==> src/common/lc3b_pkg.sv <==
`default_nettype none

package lc3b_pkg;

	// isa widths
	typedef logic [15:0] lc3b_word;
	typedef logic [2:0] lc3b_reg;

	// condition code, bit 2 is n, bit 1 is z, bit 0 is p
	typedef logic [2:0] lc3b_nzp;

	// instruction bits 15:12, only the operate group is implemented
	typedef enum logic [3:0] {
		op_add = 4'b0001,
		op_and = 4'b0101,
		op_not = 4'b1001,
		op_shf = 4'b1101
	} lc3b_opcode;

	// operations carried from decode into execute
	typedef enum logic [2:0] {
		alu_add,
		alu_and,
		alu_not,
		alu_lshf,
		alu_rshfl,
		alu_rshfa
	} lc3b_alu_op;

endpackage : lc3b_pkg

`default_nettype wire

==> src/lc3b_regfile.sv <==
`default_nettype none

module lc3b_regfile
	import lc3b_pkg::*;
(
	input logic clk,
	input logic reset,

	// read ports
	input lc3b_reg rd_a,
	input lc3b_reg rd_b,
	output lc3b_word q_a,
	output lc3b_word q_b,

	// write port
	input logic wen,
	input lc3b_reg wr,
	input lc3b_word wdata
);

lc3b_word regs [8];

// no write bypass here, decode forwards the retiring write itself
assign q_a = regs[rd_a];
assign q_b = regs[rd_b];

always_ff @(posedge clk) begin
	if (reset) begin
		for (int i = 0; i < 8; i++) begin
			regs[i] <= '0;
		end
	end else if (wen) begin
		regs[wr] <= wdata;
	end
end

endmodule : lc3b_regfile

`default_nettype wire

==> src/lc3b_decode.sv <==
`default_nettype none

module lc3b_decode
	import lc3b_pkg::*;
(
	input logic clk,
	input logic reset,

	// instruction stream
	input logic instr_valid,
	input lc3b_word instr,
	output logic instr_ready,

	// register file reads
	output lc3b_reg rd_a,
	output lc3b_reg rd_b,
	input lc3b_word q_a,
	input lc3b_word q_b,

	// forward sources
	input logic fwd_x_wen,
	input lc3b_reg fwd_x_dr,
	input lc3b_word fwd_x_data,
	input logic rf_wen,
	input lc3b_reg rf_dr,
	input lc3b_word rf_data,

	// decode/execute register
	input logic d_ready,
	output logic d_valid,
	output lc3b_alu_op d_op,
	output lc3b_reg d_dr,
	output logic d_wen,
	output lc3b_word d_a,
	output lc3b_word d_b
);

lc3b_opcode opcode;
lc3b_word imm5;
lc3b_word imm4;
lc3b_word src_a;
lc3b_word src_b;
lc3b_alu_op op;
logic wen;
lc3b_word a;
lc3b_word b;
logic transfer;

assign opcode = lc3b_opcode'(instr[15:12]);
assign imm5 = {{11{instr[4]}}, instr[4:0]};
assign imm4 = {12'b0, instr[3:0]};

assign rd_a = instr[8:6];
assign rd_b = instr[2:0];

assign instr_ready = d_ready;
assign transfer = instr_valid && instr_ready;

// execute holds the youngest write, so it goes first
function automatic lc3b_word forward(input lc3b_reg r, input lc3b_word q);
	if (fwd_x_wen && fwd_x_dr == r)
		return fwd_x_data;
	else if (rf_wen && rf_dr == r)
		return rf_data;
	return q;
endfunction

always_comb begin
	src_a = forward(rd_a, q_a);
	src_b = forward(rd_b, q_b);
end

always_comb begin
	op = alu_add;
	wen = 1'b1;
	a = src_a;
	b = instr[5] ? imm5 : src_b;
	case (opcode)
		op_add: op = alu_add;
		op_and: op = alu_and;
		op_not: begin
			op = alu_not;
			b = 16'hffff;
		end
		op_shf: begin
			b = imm4;
			// bit 4 picks right, bit 5 picks arithmetic
			if (!instr[4])
				op = alu_lshf;
			else if (instr[5])
				op = alu_rshfa;
			else
				op = alu_rshfl;
		end
		default: begin
			// illegal, retires as a zero result with no write
			wen = 1'b0;
			a = '0;
			b = '0;
		end
	endcase
end

always_ff @(posedge clk) begin
	if (reset)
		d_valid <= 1'b0;
	else if (transfer)
		d_valid <= 1'b1;
	else if (d_ready)
		d_valid <= 1'b0;
end

always_ff @(posedge clk) begin
	if (transfer) begin
		d_op <= op;
		d_dr <= instr[11:9];
		d_wen <= wen;
		d_a <= a;
		d_b <= b;
	end
end

endmodule : lc3b_decode

`default_nettype wire

==> src/lc3b_execute.sv <==
`default_nettype none

module lc3b_execute
	import lc3b_pkg::*;
(
	input logic clk,
	input logic reset,

	// decode/execute register
	input logic d_valid,
	input lc3b_alu_op d_op,
	input lc3b_reg d_dr,
	input logic d_wen,
	input lc3b_word d_a,
	input lc3b_word d_b,
	output logic d_ready,

	// forward source into decode
	output logic fwd_x_wen,
	output lc3b_reg fwd_x_dr,
	output lc3b_word fwd_x_data,

	// execute/write-back register
	input logic x_ready,
	output logic x_valid,
	output lc3b_reg x_dr,
	output logic x_wen,
	output lc3b_word x_data
);

lc3b_word result;
logic [3:0] shamt;

assign shamt = d_b[3:0];

always_comb begin
	case (d_op)
		alu_add: result = d_a + d_b;
		alu_and: result = d_a & d_b;
		// b is all ones for not
		alu_not: result = d_a ^ d_b;
		alu_lshf: result = d_a << shamt;
		alu_rshfl: result = d_a >> shamt;
		alu_rshfa: result = lc3b_word'($signed(d_a) >>> shamt);
		default: result = '0;
	endcase
end

assign fwd_x_wen = d_valid && d_wen;
assign fwd_x_dr = d_dr;
assign fwd_x_data = result;

// only accept while write back can take the older instruction, so a
// pending write in write back is always retiring when decode reads
assign d_ready = x_ready;

always_ff @(posedge clk) begin
	if (reset)
		x_valid <= 1'b0;
	else if (x_ready)
		x_valid <= d_valid;
end

always_ff @(posedge clk) begin
	if (x_ready) begin
		x_dr <= d_dr;
		x_wen <= d_wen;
		x_data <= result;
	end
end

endmodule : lc3b_execute

`default_nettype wire

==> src/lc3b_write_back.sv <==
`default_nettype none

module lc3b_write_back
	import lc3b_pkg::*;
(
	input logic clk,
	input logic reset,

	// execute/write-back register
	input logic x_valid,
	input lc3b_reg x_dr,
	input logic x_wen,
	input lc3b_word x_data,
	output logic x_ready,

	// retire record
	output logic retire_valid,
	input logic retire_ready,
	output lc3b_reg retire_dr,
	output lc3b_word retire_data,
	output logic retire_wen,
	output lc3b_nzp retire_nzp,

	// register file write, also forwarded to decode
	output logic rf_wen,
	output lc3b_reg rf_dr,
	output lc3b_word rf_data
);

lc3b_nzp cc;
lc3b_nzp new_cc;
logic retire;

always_comb begin
	if (x_data[15])
		new_cc = 3'b100;
	else if (x_data == '0)
		new_cc = 3'b010;
	else
		new_cc = 3'b001;
end

assign x_ready = !x_valid || retire_ready;
assign retire = x_valid && retire_ready;

assign retire_valid = x_valid;
assign retire_dr = x_dr;
assign retire_data = x_data;
assign retire_wen = x_wen;
assign retire_nzp = x_wen ? new_cc : cc;

assign rf_wen = retire && x_wen;
assign rf_dr = x_dr;
assign rf_data = x_data;

// cc moves only with a writing retire
always_ff @(posedge clk) begin
	if (reset)
		cc <= '0;
	else if (rf_wen)
		cc <= new_cc;
end

endmodule : lc3b_write_back

`default_nettype wire

==> src/lc3b_core.sv <==
`default_nettype none

module lc3b_core
	import lc3b_pkg::*;
(
	input logic clk,
	input logic reset,

	input logic instr_valid,
	input lc3b_word instr,
	output logic instr_ready,

	output logic retire_valid,
	input logic retire_ready,
	output lc3b_reg retire_dr,
	output lc3b_word retire_data,
	output logic retire_wen,
	output lc3b_nzp retire_nzp
);

// register file
lc3b_reg rd_a;
lc3b_reg rd_b;
lc3b_word q_a;
lc3b_word q_b;
logic rf_wen;
lc3b_reg rf_dr;
lc3b_word rf_data;

// decode/execute
logic d_valid;
logic d_ready;
lc3b_alu_op d_op;
lc3b_reg d_dr;
logic d_wen;
lc3b_word d_a;
lc3b_word d_b;

// execute forward
logic fwd_x_wen;
lc3b_reg fwd_x_dr;
lc3b_word fwd_x_data;

// execute/write-back
logic x_valid;
logic x_ready;
lc3b_reg x_dr;
logic x_wen;
lc3b_word x_data;

lc3b_regfile regfile_int (
	.clk,
	.reset,
	.rd_a,
	.rd_b,
	.q_a,
	.q_b,
	.wen(rf_wen),
	.wr(rf_dr),
	.wdata(rf_data)
);

lc3b_decode decode_int (
	.clk,
	.reset,
	.instr_valid,
	.instr,
	.instr_ready,
	.rd_a,
	.rd_b,
	.q_a,
	.q_b,
	.fwd_x_wen,
	.fwd_x_dr,
	.fwd_x_data,
	.rf_wen,
	.rf_dr,
	.rf_data,
	.d_ready,
	.d_valid,
	.d_op,
	.d_dr,
	.d_wen,
	.d_a,
	.d_b
);

lc3b_execute execute_int (
	.clk,
	.reset,
	.d_valid,
	.d_op,
	.d_dr,
	.d_wen,
	.d_a,
	.d_b,
	.d_ready,
	.fwd_x_wen,
	.fwd_x_dr,
	.fwd_x_data,
	.x_ready,
	.x_valid,
	.x_dr,
	.x_wen,
	.x_data
);

lc3b_write_back write_back_int (
	.clk,
	.reset,
	.x_valid,
	.x_dr,
	.x_wen,
	.x_data,
	.x_ready,
	.retire_valid,
	.retire_ready,
	.retire_dr,
	.retire_data,
	.retire_wen,
	.retire_nzp,
	.rf_wen,
	.rf_dr,
	.rf_data
);

endmodule : lc3b_core

`default_nettype wire

==> config.mk <==
export PLATFORM = sky130hd
export DESIGN_NAME = lc3b_core
export DESIGN_NICKNAME = d
export VERILOG_FILES = /design/src/common/lc3b_pkg.sv /design/src/lc3b_regfile.sv /design/src/lc3b_decode.sv /design/src/lc3b_execute.sv /design/src/lc3b_write_back.sv /design/src/lc3b_core.sv
export SDC_FILE = /design/constraint.sdc
export NUM_CORES = 1
export LEC_CHECK = 0
export ABC_CLOCK_PERIOD_IN_PS = 5400
export BUFFER_PORTS_ARGS = -buffer_cell sky130_fd_sc_hd__clkbuf_2
export CORE_ASPECT_RATIO = 0.8
export CORE_MARGIN = 2
export CORE_UTILIZATION = 60
export DETAILED_ROUTE_END_ITERATION = 8
export PLACE_DENSITY = 0.84
export SLEW_MARGIN = 40
export SYNTH_ARGS = -nofsm -noshare
export SYNTH_HDL_FRONTEND = slang
export SYNTH_SLANG_ARGS = --single-unit
==> constraint.sdc <==
create_clock -name clk -period 5.4 [get_ports clk]
set_input_delay 0.27 -clock clk [delete_from_list [all_inputs] [get_ports clk]]
set_output_delay 0.27 -clock clk [all_outputs]
set_load 0.005 [all_outputs]
* After elaboration in Yosys (flattened, before gate mapping)
Memory sizes are Yosys's and may differ from the RTL's.
Index checks and enable logic that the tools add are counted.
** Storage, ports and cells
- Register bits :: 64
- Memory bits (writable) :: 128
- Input bits :: 20
- Output and inout bits :: 25
- Logic and storage cells :: 77
- Memories kept :: 1
** Memory list
- regfile_int.regs :: words 8, width 16, rd ports 2, clocked after Yosys merged registers in 0, wr ports 8, RTL line lc3b_regfile.sv:21 : lc3b_word regs [8];
** Operators by class
- Add/sub/neg operators :: 1
- Equality and inequality tests :: 13
- Shift-type cells :: 3
- Mux-type cells :: 30
- Bitwise gates (word level) :: 2
- Reduce and logical (&&, ||, !) cells :: 16
** Operators by type and width (number)
- $mux W16 :: 8
- $pmux W16 S6 :: 1
- $pmux W16 S3 :: 1
- $add A16 B16 Y16 :: 1
- $and A16 B16 Y16 :: 1
- $logic_not A16 Y1 :: 1
- $reduce_or A16 Y1 :: 1
- $shl A16 B4 Y16 :: 1
- $shr A16 B4 Y16 :: 1
- $sshr A16 B4 Y16 :: 1
- $xor A16 B16 Y16 :: 1
- $mux W1 :: 14
- $eq A3 B3 Y1 :: 4
- $mux W3 :: 4
- $pmux W3 S3 :: 1
- $eq A4 B4 Y1 const B :: 2
- $logic_and A1 B1 Y1 :: 8
- $eq A3 B2 Y1 const B :: 2
- $eq A3 B3 Y1 const B :: 2
- $eq A4 B1 Y1 const B :: 1
- $eq A4 B3 Y1 const B :: 1
- $reduce_or A4 Y1 :: 1
- $eq A3 B1 Y1 const B :: 1
- $logic_not A3 Y1 :: 1
- 5 further kinds :: 5

* Depth between registers and ports, before layout
Gate-level depths: netlist of the first run.
- Word-level depth :: 8
- Mapped depth :: 10
- Depth with buffers taken out :: 8

* Modules after synthesis
Synthesis of the first run repeated with hierarchy kept, for this count alone.
** Unflattened totals
- Cell total of the unflattened synthesis :: 1089
- Area, all modules :: 13200.2 um2
** By module, submodules not included
- lc3b_regfile :: times used 1, cells each 430, area an instance 6910.4 um2, seq. area each 3843.7 um2
- lc3b_execute :: times used 1, cells each 383, area an instance 3405.8 um2, seq. area each 620.6 um2
- lc3b_decode :: times used 1, cells each 213, area an instance 2381.0 um2, seq. area each 1191.1 um2
- lc3b_write_back :: times used 1, cells each 63, area an instance 503.0 um2, seq. area each 60.1 um2

* Worst setup path before layout of the first run
Ideal clock, no wire load.
- Path kind :: flip-flop to flip-flop
- Start point :: reg decode_int.d_b[0]
- End point :: reg decode_int.d_b[12], data pin
- Setup time :: 0.277 ns
- Arrival :: 2.575 ns
- Required time :: 5.123 ns
- Path slack :: 2.547 ns
- Stages on the path, launching flop included :: 9
- Buffers on the path :: 0
- Clock period less this slack :: 2.853 ns
- Path through :: edfxtp_1 ha_1 fa_1 a211oi_1 o21ai_0 a211oi_2 nor3_1 a2111oi_2 a221oi_1
** Between the ends
- Longest elaborated chain between the ends :: 6
- Elaborated cells on any way between the ends :: 9
- Those cells by class :: 1 x add/sub; 3 x shift; 5 x mux
** Ends and longest elaborated chain
- start, declared :: RTL line lc3b_decode.sv:35 : output lc3b_word d_b
- start signal, assigned :: RTL line lc3b_decode.sv:119 : d_b <= b;
- $add A16 B16 Y16 (tied with other cells) :: RTL line lc3b_execute.sv:38 : alu_add: result = d_a + d_b;
- $pmux W16 S6 (*) :: RTL line lc3b_execute.sv:37 : case (d_op)
- $mux W16 (*) :: RTL line lc3b_decode.sv:61 : if (fwd_x_wen && fwd_x_dr == r)
- $mux W16 (*) :: RTL line lc3b_decode.sv:65 : return q;
- $mux W16 (*) :: RTL line lc3b_decode.sv:77 : b = instr[5] ? imm5 : src_b;
- $pmux W16 S3 (*) :: RTL line lc3b_decode.sv:78 : case (opcode)
- named net decode_int.b[12] :: RTL line lc3b_decode.sv:46 : lc3b_word b;
The timed path passes the listed nets; every way through them passes the cells marked *.
A chain may end at the register's enable or synchronous reset.

* Worst setup path after layout of the first run
Ends and elaborated chain as after synthesis.

==> impl_metrics.toml, run 1 <==
[cts]
clkLatencyLatePin_ns = 0.45
hold_buffers = 2
ctsResizeCount = 0
tritoncts = "done"
clk_path_buf_depth = 2
postCtsSetupBuffers = 0
path_clk_slew_ns = 0.07
cts-root-buf = "clkbuf_16"
ctsHtreeMaxLevel = 4
cts_buffers = 17
cts.sinks = 192

[global_route]
grt_antenna_before_repair = 0
grt_pass1_wl_um = 54800
grt_overflow = 0
grt_pass1_vias = 9151
grt_usage = 0.331
grt_start_max_net_pins = 54

[finish]
layout-drive-gt1-share = 0.206
syn2layout_area_growth_pct = 7.47
seq_area_mm2 = 0.00572
multi_input_comb_area_mm2 = 0.00640
final_common_cell = "edfxtp_1"
final_cell_mix = "edfxtp_1 (187), and2_1 (131), mux4_2 (87), nand2_1 (60), nor2_1 (60)"
nets = 1097
diodes = 0
fillers = 1480

[power_and_ir_drop]
p_comb_frac = 0.177
p_leak_nw = 5.04
peakVddDrop_mv = 0.237
power_density_mw_per_mm2 = 279
sw_frac_of_total = 0.298
p_int_mw = 2.65
p_sw_mw = 1.13
p_seq_frac = 0.497
clock_power_share = 0.326

[sta]
worst_slack_ns = 1.74
finalHoldViolations = 0
period_share = 0.678
min_period_ns = 3.66
timing.max_slew.rel_slack = 0.435
fmax_mhz = 273
slew_violations = 0
setup_tns_ns = 0
finClkSkew_ns = 0.0110
tightest_slew_ns = 0.847
rsz0062_at_grt = "false"
setup_viol = 0

[floorplan]
start_util = 0.611
design.core.area_mm2 = 0.0206
fp-row-count = 47
die_y_um = 134
die_w_um = 166
dieArea_mm2 = 0.0222
ios = 45

[yosys]
synth_edf_count = 187
syn_nets = 1103
synthFlopType = "edfxtp_1"
synth.cell_area_mm2 = 0.0126
ys_warn_count = 0
synthCells = 1065
synth.avg_cell_area_um2 = 11.8
synthArstFlopShare = 0
synth.yosys.seq_area_share = 0.453
synth.distinct_cells = 78
ys_seq_elements = 192

[placement]
place_congestion = 1.06
portBuffers = 44
dp_hpwl_um = 23900
place_ws_ns = 1.82

[min_path]
hp-class = "in -> reg"

[route]
drtIter0Drc = 1740
vias_per_cell = 7.23
ant_nets = 0
wl_per_cell_um = 26.9
finalWirelength_um = 36000
drc_errors = 0
vias = 9695
drt_first_pass_iters = 6

[worst_setup_path]
path_class = "reg -> reg"
cp-end-kind = "flop"
cp-start-kind = "flop"
critPathMaxFanout = 41
cp.required_ns = 5.57
cp.arrival_ns = 3.83

[status]
status = "completed"

[job]
maxCapViolCount = 0
[final timing paths]
kind / depth (start not counted) / from / to / slack [ns]
worst max-delay path: 9 / decode_int.d_b[0] / decode_int.d_b[12] / 1.74
worst min-delay path: 3 / instr_valid / decode_int.d_valid / 0.13
worst max register to register: 9 / decode_int.d_b[0] / decode_int.d_b[12] / 1.74
worst min register to register: 0 / decode_int.d_wen / execute_int.x_wen / 0.46
[power by group through the flow]
stage	clock network, mW	logic (mW)	registers [mW]
6_report	1.23	0.668	1.88
5_1_grt	1.28	0.713	1.89
4_1_cts	1.23	0.647	1.87
3_5_place_dp	0	0.641	1.91
3_3_place_gp	0	0.629	1.90
2_1_floorplan	0	0.514	1.80
[critical path: stages (launching register included)]
cell,delay [ns]
edfxtp_1,0.36
buf_4,0.31
ha_1,0.33
fa_1,0.44
a211oi_1,0.37
o21ai_0,0.33
a211oi_2,0.47
nor3_1,0.12
a2111oi_2,0.49
a221oi_1,0.16
[routing by layer]
metal,share of wire,routed length [µm],global-route usage
met4,0.023,841,0.0961
met1,0.39,13900,0.484
met3,0.15,5270,0.104
met5,0,0,0
met2,0.44,16000,0.480
[cells in the mapped netlist, types with 5 or more instances]
cell / count / area share
edfxtp_1: 187 / 0.45
and2_1: 131 / 0.065
mux4_2: 87 / 0.16
clkbuf_1: 60 / 0.018
nand2_1: 60 / 0.018
nor2_1: 60 / 0.018
mux2i_1: 54 / 0.043
a21oi_1: 46 / 0.018
o21ai_0: 43 / 0.017
buf_2: 25 / 0.0099
inv_1: 23 / 0.0068
ha_1: 17 / 0.017
o22ai_1: 17 / 0.0084
nor3_1: 16 / 0.0063
a221oi_1: 14 / 0.0097
nand3_1: 12 / 0.0048
a22oi_1: 11 / 0.0065
nor2b_1: 11 / 0.0055
or2_2: 11 / 0.0055
a211oi_1: 10 / 0.0060
a31oi_1: 10 / 0.0050
xor2_1: 10 / 0.0069
nand2b_1: 9 / 0.0045
mux2_2: 8 / 0.0071
nor3b_1: 8 / 0.0048
nor4_1: 8 / 0.0040
o21a_1: 8 / 0.0048
o211ai_1: 7 / 0.0042
buf_1: 5 / 0.0015
dfxtp_1: 5 / 0.0079
xnor2_1: 5 / 0.0035
[cell type report]
type,instances,share of cell area
Multi-Input combinational cell,751,0.472
Clock inverter,14,0.00997
Inverter,24,0.00665
Tap cell,269,0.0248
Sequential cell,192,0.422
Timing Repair Buffer,73,0.0331
Clock buffer,18,0.0317
[logic make-up (layout without fill, tap and decap cells)]
logic type / after synthesis / in the layout / share of synthesized area
buf+inv: 122 / 129 / 0.0422
xor+xnor: 15 / 15 / 0.0104
simple gates: 354 / 354 / 0.154
fa+ha+maj: 18 / 18 / 0.0185
mux: 152 / 152 / 0.209
flops: 192 / 192 / 0.453
compound gates: 212 / 212 / 0.113
[registers in the layout, indices dropped and copies added (netlist names)]
| signal | count |
|---|---|
| execute_int.x_wen | 1 |
| decode_int.d_dr | 3 |
| execute_int.x_data | 16 |
| decode_int.d_b | 16 |
| decode_int.d_valid | 1 |
| execute_int.x_dr | 3 |
| decode_int.d_op | 3 |
| write_back_int.cc | 3 |
| regfile_int.regs | 128 |
| execute_int.x_valid | 1 |
| decode_int.d_wen | 1 |
| decode_int.d_a | 16 |
[stage by stage]
step                instances  hold WS, ns  utilization  instance area [µm²]  total power [mW]
finish                   1341        0.130        0.657                13600              3.78
global route             1341        0.126        0.657                13600              3.89
CTS                      1339      0.00429        0.655                13500              3.75
detailed placement       1305        0.450        0.627                12900              2.55
global placement         1304        0.442        0.626                12900              2.53
floorplan                1065        0.369            -                12600              2.32
Note: power is estimated with default switching activity, not from simulation.
==> inputs of run 2 (changes only) <==
--- a/config.mk
+++ b/config.mk
@@ -5,7 +5,7 @@
 export SDC_FILE = /design/constraint.sdc
 export NUM_CORES = 1
 export LEC_CHECK = 0
-export ABC_CLOCK_PERIOD_IN_PS = 5400
+export ABC_CLOCK_PERIOD_IN_PS = 3500
 export BUFFER_PORTS_ARGS = -buffer_cell sky130_fd_sc_hd__clkbuf_2
 export CORE_ASPECT_RATIO = 0.8
 export CORE_MARGIN = 2
==> constraint.sdc (replaced) <==
create_clock -name clk -period 3.5 [get_ports clk]
set_input_delay 0.175 -clock clk [delete_from_list [all_inputs] [get_ports clk]]
set_output_delay 0.175 -clock clk [all_outputs]
set_load 0.005 [all_outputs]
==> impl_metrics.toml, run 2 (same netlist as run 1, synthesis figures left out) <==
[route]
drtIter0Drc = 1557
finalWirelength_um = 37600
drc_errors = 0
ant_nets = 0
drt_first_pass_iters = 5
vias_per_cell = 7.12
wl_per_cell_um = 27.6
vias = 9677

[sta]
finalHoldViolations = 0
finClkSkew_ns = 0.0132
setup_viol = 0
timing.max_slew.rel_slack = 0.447
rsz0062_at_grt = "false"
setup_tns_ns = 0
slew_violations = 0
min_period_ns = 3.29
worst_slack_ns = 0.205
period_share = 0.941
worst_hold_slack_ns = 0.0852
tightest_slew_ns = 0.822
fmax_mhz = 304

[worst_setup_path]
cp.arrival_ns = 3.47
path_class = "reg -> reg"
cp-start-kind = "flop"
r2r-end = "decode_int.d_b[14]"
cp_num_buf_inv = 1
crit_chain = "ha_1 -> fa_1 -> a211oi_1 -> o21ai_0 -> a211oi_2 -> buf_4 -> o22ai_1 -> nor4_1 -> a221oi_1"
critPathMaxFanout = 6
cpPeakStageDelay_ns = 0.47
critPathSlowestCell = "edfxtp_1"
reg2reg_from = "decode_int.d_a[0]"
ff2ff_setup_slack_ns = 0.21
cp_top_family = "compound AO/OA/AOI/OAI gates"
cp-end-kind = "flop"
r2r_cells = 9
cp.required_ns = 3.67

[finish]
final_common_cell = "edfxtp_1"
layout-drive-gt1-share = 0.219
regMostFlops = "regfile_int.regs"
final_cell_mix = "edfxtp_1 (187), and2_1 (131), mux4_2 (87), nand2_1 (60), nor2_1 (60)"
fin_area_mm2 = 0.0138
fillers = 1443
diodes = 0
syn2layout_area_growth_pct = 9.09
final-instance-count-excl-fill = 1360
fin_util = 0.667
largest_register_ffs = 128
nets = 1116

[cts]
clk_path_buf_depth = 2
ctsHtreeMaxLevel = 4
cts-root-buf = "clkbuf_16"
path_clk_slew_ns = 0.08
postCtsSetupBuffers = 0
tritoncts = "done"
clkLatencyLatePin_ns = 0.45
cts.sinks = 192
hold_buffers = 4
cts_buffers = 17
ctsResizeCount = 0

[power_and_ir_drop]
p_comb_frac = 0.181
p_sw_mw = 1.80
clock_power_share = 0.344
peakVddDrop_mv = 0.295
p_seq_frac = 0.475
sw_frac_of_total = 0.296
p_int_mw = 4.27
p_total_mw = 6.07
p_leak_nw = 5.17
power_density_mw_per_mm2 = 441

[floorplan]
ios = 45
die_y_um = 134
start_util = 0.611
dieArea_mm2 = 0.0222
design.core.area_mm2 = 0.0206
fp-row-count = 47
die_w_um = 166

[placement]
dp_hpwl_um = 25900
dpl.cell_count = 1324
placed_cell_area_mm2 = 0.0131
place_ws_ns = 0.308
portBuffers = 44
place_congestion = 0.986

[global_route]
grt_antenna_before_repair = 0
grt_pass1_vias = 9275
grt_overflow = 0
grt_usage = 0.344
grt_start_max_net_pins = 52
grt_pass1_wl_um = 56500

[min_path]
hp-start = "instr[4]"
hp-class = "in -> reg"
hold_path_end = "decode_int.d_op[0]"
holdPathStages = 2

[status]
status = "completed"

[job]
maxCapViolCount = 0
[run 2: power by group through the flow]
stage / Combinational [mW] / Sequential, mW / Clock [mW]
finish: 1.10 / 2.88 / 2.09
floorplan: 0.793 / 2.78 / 0
detailed placement: 1.05 / 2.92 / 0
global placement: 1.04 / 2.91 / 0
global route: 1.17 / 2.90 / 2.17
CTS: 1.07 / 2.87 / 2.08
[run 2: worst max path at each step]
stage | start | to | slack [ns] | cells past startpoint
after floorplan | decode_int.d_b[0] | decode_int.d_b[12] | 0.65 | 8
after global placement | decode_int.d_a[0] | decode_int.d_b[14] | 0.36 | 9
after detailed placement | decode_int.d_a[0] | decode_int.d_b[14] | 0.31 | 9
after CTS | decode_int.d_a[0] | decode_int.d_b[14] | 0.27 | 9
after global routing | decode_int.d_a[0] | decode_int.d_b[14] | 0.05 | 9
final | decode_int.d_a[0] | decode_int.d_b[14] | 0.21 | 9
[run 2: final cells by class]
class	instances	area, µm²	area share
Timing Repair Buffer	92	616	0.0447
Clock inverter	15	194	0.0141
Tap cell	269	337	0.0245
Multi-Input combinational cell	751	6380	0.464
Inverter	24	90.1	0.00655
Clock buffer	17	425	0.0309
Sequential cell	192	5720	0.415
[run 2: worst reg2reg max path: cells and delay by family, from the launching register on]
family / cells / cell delay, ns
AOI/OAI and AO/OA: 5 / 1.21
adders and majority gates: 2 / 0.76
buffers and inverters: 1 / 0.19
DFF: 1 / 0.47
and+or+nand+nor: 1 / 0.37
[run 2: per-layer routing]
metal,track usage,vias to the layer above,share of wire
met5,0,-,0
met2,0.503,732,0.44
met3,0.110,75,0.14
met4,0.0937,0,0.022
met1,0.500,4737,0.40
li1,-,4133,-
